==> src/source/decoder_pkg.sv <==
package decoder_pkg;

    // shared with the processing elements, so the encoding matters
    typedef enum logic [2:0] {
        STAGE_IDLE                  = 3'd0,
        STAGE_MEASUREMENT_LOADING   = 3'd1,
        STAGE_GROW                  = 3'd2,
        STAGE_MERGE                 = 3'd3,
        STAGE_PEELING               = 3'd4,
        STAGE_RESULT_VALID          = 3'd5,
        STAGE_PARAMETERS_LOADING    = 3'd6,
        STAGE_MEASUREMENT_PREPARING = 3'd7
    } stage_t;

    typedef enum logic [7:0] {
        OP_START_DECODING   = 8'h01,
        OP_MEASUREMENT_DATA = 8'h02,
        OP_MOVE_TO_STAGE    = 8'h03
    } ctrl_opcode_t;

    typedef struct packed {
        logic [15:0] reserved;
        logic [7:0]  header;   // opcode, or iterations on the way out
        logic [15:0] count;
        logic [23:0] payload;
    } ctrl_msg_t;

    typedef struct packed {
        logic [7:0]  iterations;
        logic [15:0] cycles;
    } decode_stats_t;

    // iteration byte plus two cycle bytes
    localparam int HEADER_BYTES = 3;

endpackage

==> src/source/stage_controller.sv <==
`timescale 1ns/100ps

module stage_controller #(
    parameter GRID_WIDTH_X = 4,
    parameter GRID_WIDTH_Z = 1,
    parameter GRID_WIDTH_U = 3,
    parameter MAXIMUM_DELAY = 3
) (
    input  logic                                         clk,
    input  logic                                         reset,
    input  decoder_pkg::ctrl_msg_t                       ctrl_rx,
    input  logic                                         ctrl_rx_valid,
    input  logic [GRID_WIDTH_X*GRID_WIDTH_Z*GRID_WIDTH_U-1:0] busy_pe,
    input  logic [GRID_WIDTH_X*GRID_WIDTH_Z*GRID_WIDTH_U-1:0] odd_clusters_pe,
    input  logic                                         round_done,
    output decoder_pkg::stage_t                          global_stage,
    output logic                                         ctrl_rx_ready,
    output logic                                         decode_start,
    output logic                                         reset_all_edges
);

    localparam DELAY_WIDTH = $clog2(MAXIMUM_DELAY + 2);
    localparam ROUND_WIDTH = $clog2(GRID_WIDTH_U + 1);

    logic [DELAY_WIDTH-1:0] delay_counter;
    logic [ROUND_WIDTH-1:0] round_counter;   // rounds loaded, later rounds output
    logic busy;
    logic odd_clusters;
    logic accept;
    decoder_pkg::ctrl_opcode_t opcode;

    // one cycle old summaries of the PE array
    always_ff @(posedge clk) begin
        busy <= |busy_pe;
        odd_clusters <= |odd_clusters_pe;
    end

    assign ctrl_rx_ready = (global_stage == decoder_pkg::STAGE_IDLE);
    assign accept = ctrl_rx_valid && ctrl_rx_ready;
    assign opcode = decoder_pkg::ctrl_opcode_t'(ctrl_rx.header);
    assign decode_start = accept && (opcode == decoder_pkg::OP_MEASUREMENT_DATA);
    assign reset_all_edges = (global_stage == decoder_pkg::STAGE_MEASUREMENT_LOADING);

    always_ff @(posedge clk) begin
        if (reset) begin
            global_stage <= decoder_pkg::STAGE_IDLE;
            delay_counter <= '0;
            round_counter <= '0;
        end else begin
            case (global_stage)
                decoder_pkg::STAGE_IDLE: begin
                    if (accept) begin
                        case (opcode)
                            decoder_pkg::OP_START_DECODING: begin
                                global_stage <= decoder_pkg::STAGE_PARAMETERS_LOADING;
                            end
                            decoder_pkg::OP_MEASUREMENT_DATA: begin
                                global_stage <= decoder_pkg::STAGE_MEASUREMENT_PREPARING;
                                round_counter <= '0;
                            end
                            decoder_pkg::OP_MOVE_TO_STAGE: begin
                                global_stage <= decoder_pkg::STAGE_GROW;
                            end
                            default: ;   // unknown opcode, drop it
                        endcase
                    end
                end
                decoder_pkg::STAGE_PARAMETERS_LOADING: begin
                    global_stage <= decoder_pkg::STAGE_IDLE;
                end
                decoder_pkg::STAGE_MEASUREMENT_PREPARING: begin
                    if (round_done) begin
                        global_stage <= decoder_pkg::STAGE_MEASUREMENT_LOADING;
                        round_counter <= round_counter + 1'b1;
                    end
                end
                decoder_pkg::STAGE_MEASUREMENT_LOADING: begin
                    if (round_counter < GRID_WIDTH_U) begin
                        global_stage <= decoder_pkg::STAGE_MEASUREMENT_PREPARING;
                    end else begin
                        global_stage <= decoder_pkg::STAGE_GROW;
                    end
                end
                decoder_pkg::STAGE_GROW: begin
                    global_stage <= decoder_pkg::STAGE_MERGE;
                    delay_counter <= '0;
                end
                decoder_pkg::STAGE_MERGE: begin
                    // settle first, then wait for the array to go quiet
                    if (delay_counter >= MAXIMUM_DELAY) begin
                        if (!busy) begin
                            global_stage <= odd_clusters ? decoder_pkg::STAGE_GROW
                                                         : decoder_pkg::STAGE_PEELING;
                        end
                    end else begin
                        delay_counter <= delay_counter + 1'b1;
                    end
                end
                decoder_pkg::STAGE_PEELING: begin
                    global_stage <= decoder_pkg::STAGE_RESULT_VALID;
                    round_counter <= '0;
                end
                decoder_pkg::STAGE_RESULT_VALID: begin
                    round_counter <= round_counter + 1'b1;
                    if (round_counter == GRID_WIDTH_U - 1) begin
                        global_stage <= decoder_pkg::STAGE_IDLE;
                    end
                end
                default: global_stage <= decoder_pkg::STAGE_IDLE;
            endcase
        end
    end

endmodule

==> src/source/measurement_loader.sv <==
`timescale 1ns/100ps

module measurement_loader #(
    parameter GRID_WIDTH_X = 4,
    parameter GRID_WIDTH_Z = 1
) (
    input  logic                clk,
    input  logic                reset,
    input  decoder_pkg::stage_t global_stage,
    input  logic [7:0]          input_data,
    input  logic                input_valid,
    output logic                input_ready,
    output logic [((GRID_WIDTH_X*GRID_WIDTH_Z+7)/8)*8-1:0] measurements,
    output logic                round_done
);

    localparam PU_PER_ROUND = GRID_WIDTH_X * GRID_WIDTH_Z;
    localparam BYTES_PER_ROUND = (PU_PER_ROUND + 7) / 8;
    localparam ALIGNED_PU_PER_ROUND = BYTES_PER_ROUND * 8;
    localparam COUNT_WIDTH = $clog2(BYTES_PER_ROUND + 1);

    logic [COUNT_WIDTH-1:0] byte_count;
    logic [ALIGNED_PU_PER_ROUND+7:0] shifted;
    logic accept;

    assign input_ready = (global_stage == decoder_pkg::STAGE_MEASUREMENT_PREPARING);
    assign accept = input_valid && input_ready;
    assign round_done = accept && (byte_count == BYTES_PER_ROUND - 1);
    assign shifted = {input_data, measurements};   // new byte enters from the top

    always_ff @(posedge clk) begin
        if (accept) begin
            measurements <= shifted[ALIGNED_PU_PER_ROUND+7:8];
        end
    end

    always_ff @(posedge clk) begin
        if (reset) begin
            byte_count <= '0;
        end else if (accept) begin
            if (round_done) begin
                byte_count <= '0;
            end else begin
                byte_count <= byte_count + 1'b1;
            end
        end
    end

endmodule

==> src/source/decode_statistics.sv <==
`timescale 1ns/100ps

module decode_statistics (
    input  logic                       clk,
    input  logic                       reset,
    input  decoder_pkg::stage_t        global_stage,
    input  logic                       decode_start,
    output decoder_pkg::decode_stats_t stats,
    output decoder_pkg::ctrl_msg_t     ctrl_tx,
    output logic                       ctrl_tx_valid
);

    logic [7:0] iteration_counter;
    logic [15:0] cycle_counter;
    logic result_sent;
    logic counting;

    assign counting = (global_stage == decoder_pkg::STAGE_GROW)
                   || (global_stage == decoder_pkg::STAGE_MERGE)
                   || (global_stage == decoder_pkg::STAGE_PEELING);

    always_ff @(posedge clk) begin
        if (reset) begin
            iteration_counter <= '0;
            cycle_counter <= '0;
        end else begin
            if (global_stage == decoder_pkg::STAGE_MEASUREMENT_LOADING) begin
                iteration_counter <= '0;
            end else if (global_stage == decoder_pkg::STAGE_GROW) begin
                iteration_counter <= iteration_counter + 1'b1;   // grow is single cycle
            end
            if (decode_start) begin
                cycle_counter <= 16'd1;   // counts the current cycle, not elapsed ones
            end else if (counting) begin
                cycle_counter <= cycle_counter + 1'b1;
            end
        end
    end

    always_ff @(posedge clk) begin
        if (reset) begin
            result_sent <= 1'b0;
        end else if (global_stage == decoder_pkg::STAGE_RESULT_VALID) begin
            result_sent <= 1'b1;
        end else if (global_stage == decoder_pkg::STAGE_IDLE) begin
            result_sent <= 1'b0;
        end
    end

    assign stats = {iteration_counter, cycle_counter};
    assign ctrl_tx_valid = (global_stage == decoder_pkg::STAGE_RESULT_VALID) && !result_sent;

    always_comb begin
        ctrl_tx = '0;
        ctrl_tx.header = iteration_counter;
        ctrl_tx.count = cycle_counter;
    end

endmodule

==> src/source/correction_buffer.sv <==
`timescale 1ns/100ps

module correction_buffer #(
    parameter GRID_WIDTH_X = 4,
    parameter GRID_WIDTH_Z = 1,
    parameter FIFO_DEPTH = 16
) (
    input  logic                clk,
    input  logic                reset,
    input  decoder_pkg::stage_t global_stage,
    input  logic [2*(GRID_WIDTH_X-1)*GRID_WIDTH_Z+1+GRID_WIDTH_X*GRID_WIDTH_Z-1:0] correction,
    input  logic                word_ready,
    output logic [2*(GRID_WIDTH_X-1)*GRID_WIDTH_Z+1+GRID_WIDTH_X*GRID_WIDTH_Z-1:0] word,
    output logic                word_valid
);

    localparam CORRECTION_WIDTH = 2 * (GRID_WIDTH_X - 1) * GRID_WIDTH_Z + 1
                                + GRID_WIDTH_X * GRID_WIDTH_Z;
    localparam PTR_WIDTH = (FIFO_DEPTH > 1) ? $clog2(FIFO_DEPTH) : 1;
    localparam COUNT_WIDTH = $clog2(FIFO_DEPTH + 1);

    logic [CORRECTION_WIDTH-1:0] mem [FIFO_DEPTH];
    logic [PTR_WIDTH-1:0] wr_ptr;
    logic [PTR_WIDTH-1:0] rd_ptr;
    logic [COUNT_WIDTH-1:0] fill;
    decoder_pkg::stage_t stage_d;
    logic push;
    logic pop;

    always_ff @(posedge clk) begin
        if (reset) stage_d <= decoder_pkg::STAGE_IDLE;
        else stage_d <= global_stage;
    end

    // PEs present a round's correction one cycle into result valid
    assign push = (stage_d == decoder_pkg::STAGE_RESULT_VALID) && (fill != FIFO_DEPTH);
    assign pop = word_valid && word_ready;
    assign word_valid = (fill != 0);
    assign word = mem[rd_ptr];

    always_ff @(posedge clk) begin
        if (push) mem[wr_ptr] <= correction;
    end

    always_ff @(posedge clk) begin
        if (reset) begin
            wr_ptr <= '0;
            rd_ptr <= '0;
            fill <= '0;
        end else begin
            if (push) wr_ptr <= (wr_ptr == FIFO_DEPTH - 1) ? '0 : wr_ptr + 1'b1;
            if (pop) rd_ptr <= (rd_ptr == FIFO_DEPTH - 1) ? '0 : rd_ptr + 1'b1;
            if (push && !pop) fill <= fill + 1'b1;
            else if (pop && !push) fill <= fill - 1'b1;
        end
    end

endmodule

==> src/source/result_serializer.sv <==
`timescale 1ns/100ps

module result_serializer #(
    parameter GRID_WIDTH_X = 4,
    parameter GRID_WIDTH_Z = 1,
    parameter GRID_WIDTH_U = 3
) (
    input  logic                       clk,
    input  logic                       reset,
    input  decoder_pkg::decode_stats_t stats,
    input  logic [2*(GRID_WIDTH_X-1)*GRID_WIDTH_Z+1+GRID_WIDTH_X*GRID_WIDTH_Z-1:0] word,
    input  logic                       word_valid,
    input  logic                       output_ready,
    output logic                       word_ready,
    output logic [7:0]                 output_data,
    output logic                       output_valid
);

    localparam CORRECTION_WIDTH = 2 * (GRID_WIDTH_X - 1) * GRID_WIDTH_Z + 1
                                + GRID_WIDTH_X * GRID_WIDTH_Z;
    localparam WORD_BYTES = (CORRECTION_WIDTH + 7) / 8;
    localparam FRAME_BYTES = decoder_pkg::HEADER_BYTES + GRID_WIDTH_U * WORD_BYTES;
    localparam FRAME_WIDTH = $clog2(FRAME_BYTES + 1);
    localparam SEL_WIDTH = $clog2(WORD_BYTES + 1);

    logic [FRAME_WIDTH-1:0] frame_count;
    logic [SEL_WIDTH-1:0] byte_sel;   // byte within the current word
    logic [WORD_BYTES*8-1:0] padded;
    logic in_header;
    logic transfer;

    assign padded = {{(WORD_BYTES*8-CORRECTION_WIDTH){1'b0}}, word};
    assign in_header = (frame_count < decoder_pkg::HEADER_BYTES);

    // frame held back until a word is ready, header included
    assign output_valid = word_valid;
    assign transfer = output_valid && output_ready;
    assign word_ready = output_ready && !in_header && (byte_sel == WORD_BYTES - 1);

    always_comb begin
        case (frame_count)
            0: output_data = stats.iterations;
            1: output_data = stats.cycles[15:8];
            2: output_data = stats.cycles[7:0];
            default: output_data = padded[byte_sel*8 +: 8];   // lsb first
        endcase
    end

    always_ff @(posedge clk) begin
        if (reset) begin
            frame_count <= '0;
            byte_sel <= '0;
        end else if (transfer) begin
            if (frame_count == FRAME_BYTES - 1) frame_count <= '0;
            else frame_count <= frame_count + 1'b1;
            if (!in_header) begin
                if (byte_sel == WORD_BYTES - 1) byte_sel <= '0;
                else byte_sel <= byte_sel + 1'b1;
            end
        end
    end

endmodule

==> src/source/decoder_controller.sv <==
`timescale 1ns/100ps

module decoder_controller #(
    parameter GRID_WIDTH_X = 4,
    parameter GRID_WIDTH_Z = 1,
    parameter GRID_WIDTH_U = 3,
    parameter MAXIMUM_DELAY = 3,
    parameter FIFO_DEPTH = 16
) (
    input  logic                   clk,
    input  logic                   reset,
    input  logic [7:0]             input_data,
    input  logic                   input_valid,
    output logic                   input_ready,
    output logic [7:0]             output_data,
    output logic                   output_valid,
    input  logic                   output_ready,
    input  decoder_pkg::ctrl_msg_t ctrl_rx,
    input  logic                   ctrl_rx_valid,
    output logic                   ctrl_rx_ready,
    output decoder_pkg::ctrl_msg_t ctrl_tx,
    output logic                   ctrl_tx_valid,
    input  logic [GRID_WIDTH_X*GRID_WIDTH_Z*GRID_WIDTH_U-1:0] busy_pe,
    input  logic [GRID_WIDTH_X*GRID_WIDTH_Z*GRID_WIDTH_U-1:0] odd_clusters_pe,
    output logic [((GRID_WIDTH_X*GRID_WIDTH_Z+7)/8)*8-1:0] measurements,
    input  logic [2*(GRID_WIDTH_X-1)*GRID_WIDTH_Z+1+GRID_WIDTH_X*GRID_WIDTH_Z-1:0] correction,
    output decoder_pkg::stage_t    global_stage,
    output logic                   reset_all_edges
);

    localparam CORRECTION_WIDTH = 2 * (GRID_WIDTH_X - 1) * GRID_WIDTH_Z + 1
                                + GRID_WIDTH_X * GRID_WIDTH_Z;

    logic decode_start;
    logic round_done;
    decoder_pkg::decode_stats_t stats;
    logic [CORRECTION_WIDTH-1:0] word;
    logic word_valid;
    logic word_ready;

    stage_controller #(
        .GRID_WIDTH_X(GRID_WIDTH_X), .GRID_WIDTH_Z(GRID_WIDTH_Z),
        .GRID_WIDTH_U(GRID_WIDTH_U), .MAXIMUM_DELAY(MAXIMUM_DELAY)
    ) stage_ctrl (
        .clk(clk), .reset(reset),
        .ctrl_rx(ctrl_rx), .ctrl_rx_valid(ctrl_rx_valid),
        .busy_pe(busy_pe), .odd_clusters_pe(odd_clusters_pe),
        .round_done(round_done), .global_stage(global_stage),
        .ctrl_rx_ready(ctrl_rx_ready), .decode_start(decode_start),
        .reset_all_edges(reset_all_edges)
    );

    measurement_loader #(
        .GRID_WIDTH_X(GRID_WIDTH_X), .GRID_WIDTH_Z(GRID_WIDTH_Z)
    ) loader (
        .clk(clk), .reset(reset), .global_stage(global_stage),
        .input_data(input_data), .input_valid(input_valid), .input_ready(input_ready),
        .measurements(measurements), .round_done(round_done)
    );

    decode_statistics statistics (
        .clk(clk), .reset(reset), .global_stage(global_stage),
        .decode_start(decode_start), .stats(stats),
        .ctrl_tx(ctrl_tx), .ctrl_tx_valid(ctrl_tx_valid)
    );

    correction_buffer #(
        .GRID_WIDTH_X(GRID_WIDTH_X), .GRID_WIDTH_Z(GRID_WIDTH_Z), .FIFO_DEPTH(FIFO_DEPTH)
    ) output_fifo (
        .clk(clk), .reset(reset), .global_stage(global_stage),
        .correction(correction), .word_ready(word_ready),
        .word(word), .word_valid(word_valid)
    );

    result_serializer #(
        .GRID_WIDTH_X(GRID_WIDTH_X), .GRID_WIDTH_Z(GRID_WIDTH_Z),
        .GRID_WIDTH_U(GRID_WIDTH_U)
    ) serializer (
        .clk(clk), .reset(reset), .stats(stats),
        .word(word), .word_valid(word_valid), .output_ready(output_ready),
        .word_ready(word_ready), .output_data(output_data), .output_valid(output_valid)
    );

endmodule

==> config.mk <==
export PLATFORM = sky130hd
export DESIGN_NAME = decoder_controller
export DESIGN_NICKNAME = d
export VERILOG_FILES = /design/src/source/decoder_pkg.sv /design/src/source/stage_controller.sv /design/src/source/measurement_loader.sv /design/src/source/decode_statistics.sv /design/src/source/correction_buffer.sv /design/src/source/result_serializer.sv /design/src/source/decoder_controller.sv
export SDC_FILE = /design/constraint.sdc
export NUM_CORES = 1
export LEC_CHECK = 0
export ABC_AREA = 1
export ABC_CLOCK_PERIOD_IN_PS = 2200
export BUFFER_PORTS_ARGS = -buffer_cell sky130_fd_sc_hd__buf_4
export CAP_MARGIN = 20
export CELL_PAD_IN_SITES_DETAIL_PLACEMENT = 1
export CELL_PAD_IN_SITES_GLOBAL_PLACEMENT = 2
export CORE_MARGIN = 1
export CORE_UTILIZATION = 32
export CTS_BUF_LIST = sky130_fd_sc_hd__clkbuf_8
export DETAILED_ROUTE_END_ITERATION = 8
export PLACE_DENSITY = 0.77
export RECOVER_POWER = 100
export SYNTH_ARGS = -nofsm -noshare
export SYNTH_HDL_FRONTEND = slang
export SYNTH_HIERARCHICAL = 1
export SYNTH_SLANG_ARGS = --single-unit
==> constraint.sdc <==
create_clock -name clk -period 2.2 [get_ports clk]
set_input_delay 0.11 -clock clk [delete_from_list [all_inputs] [get_ports clk]]
set_output_delay 0.11 -clock clk [all_outputs]
set_load 0.01 [all_outputs]
==> results_dict.tcl <==
set metrics [dict create \
    antenna_cells 0 \
    die_w_um 195 \
    area_growth_syn_to_layout_pct 24.6 \
    coreArea_um2 36600 \
    drv_slew 0 \
    drt-total-wl_um 35800 \
    cts_buffers 46 \
    cp_cell_sequence "buf_12 -> inv_16 -> buf_12 -> buf_12 -> nand2_1 -> nand2_1 -> nand2_1 -> nand3_2 -> nand3_2 -> nand2_2 -> nand3_1 -> nand2_1 -> nand3_1 -> nand2_2 -> buf_6" \
    dr.pass1.iters 5 \
    fp.dieH_um 195 \
    ys_ff_latch 246 \
    postSynthCellCount 1327 \
    critPathRequiredTime_ns 2.09 \
    hpwlAfterDp_um 21900 \
    cts.sinks 246 \
    yosysTopAreaCellShare_pct 46.3 \
    fp.dieArea_um2 38100 \
    num_vias 9630 \
    antenna_left 0 \
    max_stage_delay_ns 0.36 \
    synth_commonest_cells "nand2_1 (386), edfxtp_1 (184), nand3_1 (152)" \
    clockBufferDepth 3 \
    tritoncts "yes" \
    synth_edf_count 184 \
    crit_type "reg2out" \
    arrival_ns 2.42 \
    hold_path_class "in2reg" \
    clock_skew_ns 0.0201 \
    finalHoldViolCount 0 \
    pin_count 200 \
    hold_depth 8 \
    drc_errors 0 \
    reg2reg_depth 12 \
    grt_antenna_before_repair 0 \
    numPortBuffers 103 \
    synth-seq-area-share_pct 56.7 \
    rows 70 \
    synth_most_common_cell "nand2_1" \
    synthFlopType "edfxtp_1" \
    fin_crit_sh_pct 115 \
    worst_slew_pin_slew_ns 0.964 \
    synth.area.top_cells "edfxtp_1 (46%), nand2_1 (12%), dfxtp_1 (10%)" \
    insertion_delay_ns 0.59 \
    synthesis.area_um2 11900 \
    nets 1648 \
    synth.avg_cell_area_um2 8.99 \
    finalCriticalPeriod_ns 2.53 \
    synth_largest_area_cell "edfxtp_1" \
    violations "setup timing" \
    overflow 0 \
    setup_viol 8 \
    crit_top_cell "nand2_1" \
    slowest_stage "dfxtp_4" \
    grt_pass1_wl_um 55900 \
    via_per_inst 4.78 \
    ys_warn_count 6 \
    htree_levels 2 \
    drtIter0Drc 421 \
    cts-root-buf "clkbuf_8" \
    start_util_pct 32.6 \
    drv_cap 0 \
    routedWlPerCell_um 17.8 \
    hold-worst-slack_ns 0.0514 \
    min_from "ctrl_rx[41]" \
    r2r_slack_ns 0.08 \
    pre_cts_slack_ns -0.0568 \
    status "finished, violations left" \
    p_per_area_nw_per_um2 724 \
    path_max_fanout 11 \
    drive_gt1_share_pct 18.2 \
    r2r-end "stage_ctrl/global_stage[0]" \
    gp_congestion 0.778 \
    startpoint_type "flip-flop" \
    grtUsageTotal_pct 19.1 \
    yosysUniqueCellTypes 40 \
    grt_max_degree 42 \
    grt_pass1_vias 10000 \
    peakVddDrop_v 0.000410 \
    async_flop_share_pct 0 \
    clk_pin_slew_worst_paths_ns 0.06 \
    maxSlewHeadroom_pct 35.5 \
    rsz0062_at_grt "true" \
    r2r_start "stage_ctrl/global_stage[1]" \
    p_leak_nw 6.17 \
    fmax_mhz 395 \
    cp-end-kind "primary output" \
    holdPathEnd "stage_ctrl/global_stage[2]" \
    setup_ws_ns -0.333 \
]
## worst max-delay path by stage
| stage | slack [ns] | end | cells past startpoint | from |
|---|---|---|---|---|
| floorplan | 0.07 | output_fifo/fill[4] | 12 | serializer/frame_count[3] |
| global placement | 0.006 | output_fifo/fill[4] | 12 | serializer/frame_count[0] |
| detailed placement | -0.06 | output_fifo/fill[4] | 12 | serializer/frame_count[0] |
| CTS | -0.33 | output_data[5] | 14 | flip-flop |
| global route | -0.43 | output_data[2] | 15 | flip-flop |
| finish | -0.33 | output_data[2] | 15 | flip-flop |
## repair_timing
item,in CTS,in global routing
endpoints found under the hold margin,216,0
resized for setup,83,56
endpoints found under the setup margin,10,11
pin swaps,20,34
buffers inserted,14,3
gates cloned,8,1
hold buffers,29,0
## flip-flops by register name, indices dropped and copies added (netlist names), 2 cells and up, named ones only
signal	count
statistics/iteration_counter	8
output_fifo/mem	176
serializer/byte_sel	2
stage_ctrl/delay_counter	3
output_fifo/rd_ptr	4
output_fifo/stage_d	3
output_fifo/wr_ptr	4
stage_ctrl/round_counter	2
output_fifo/fill	5
serializer/frame_count	4
statistics/cycle_counter	16
stage_ctrl/global_stage	3
loader/measurements	8
## power by group
| group | internal, W | switching, W |
|---|---|---|
| logic | 0.000464 | 0.000940 |
| clock network | 0.00225 | 0.00197 |
| registers | 0.00507 | 0.0000777 |
| total | 0.00778 | 0.00299 |
## cell families after synthesis
logic type               Yosys count  share of synthesized area, %
AO/OA/AOI/OAI                     83                          3.70
buffers and inverters            234                          10.2
adder cells (fa/ha/maj)           21                          2.27
AND/OR/NAND/NOR                  737                          26.7
other                              1                        0.0314
flip-flops                       246                          56.7
XOR/XNOR                           5                         0.367
## worst max-delay path: cells and delay by family, from the launching register on
| family | cells | cell delay, ns |
|---|---|---|
| buffers and inverters | 5 | 0.58 |
| AND/OR/NAND/NOR | 10 | 0.86 |
| flip-flops | 1 | 0.36 |
## metrics by stage
| stage | instances | util, % | TNS (ns) | total power (W) | cell area [um2] |
|---|---|---|---|---|---|
| final | 2015 | 40.6 | -2.13 | 0.0108 | 14900 |
| after global routing | 2015 | 40.6 | -4.55 | 0.0113 | 14900 |
| after CTS | 2012 | 40.8 | -2.52 | 0.0110 | 14900 |
| after detailed placement | 1882 | 35.9 | -0.112 | 0.00671 | 13100 |
| after global placement | 1882 | 35.9 | 0 | 0.00668 | 13100 |
| after floorplan | 1366 | - | 0 | 0.00623 | 12100 |
## layout by cell type (no fill, tap or decap), types with 3 or more instances in the layout
cell           netlist  final
buf_4               67     60
buf_12               0     15
nor3b_4              0      3
edfxtp_1           184    184
o21ai_1              0      5
nand2_4              3      7
inv_2                5      6
clkinv_2             0      3
dfxtp_1             62     61
clkinv_1             0      9
nand4_1             10     10
nand3_2              4     33
nand3_1            152    122
buf_6                7      8
clkbuf_2             0      8
buf_16               0      6
nand2_2              4     34
nand2_1            386    352
inv_1              119    134
dlygate4sd3_1        0     29
xor2_1               4      4
conb_1               1     40
nor2_1             143    147
nor4_1               6      6
nor3_1               5      5
nor2_2               7      7
o21ai_0             41     36
ha_1                20     20
clkbuf_8             1     48
clkbuf_4             0     22
a21oi_1             36     36
clkbuf_1            10     57
## metal layers
layer	up-vias	GRT usage (%)	wire length, um
met1	4704	23.7	15500
met3	63	3.28	1790
met5	-	0	0
met4	0	7.70	982
li1	4629	-	-
met2	234	32.8	17500
## final cells by class
cell class,count,area [um2]
inverter,125,485
fill,4253,21700
timing repair inverter,1,11.3
multi-input combinational,886,4370
timing repair buffer,209,1800
sequential,246,6770
tap,468,586
clock buffer,48,661
clock inverter,32,189
Power figures use the tool's default switching activity.
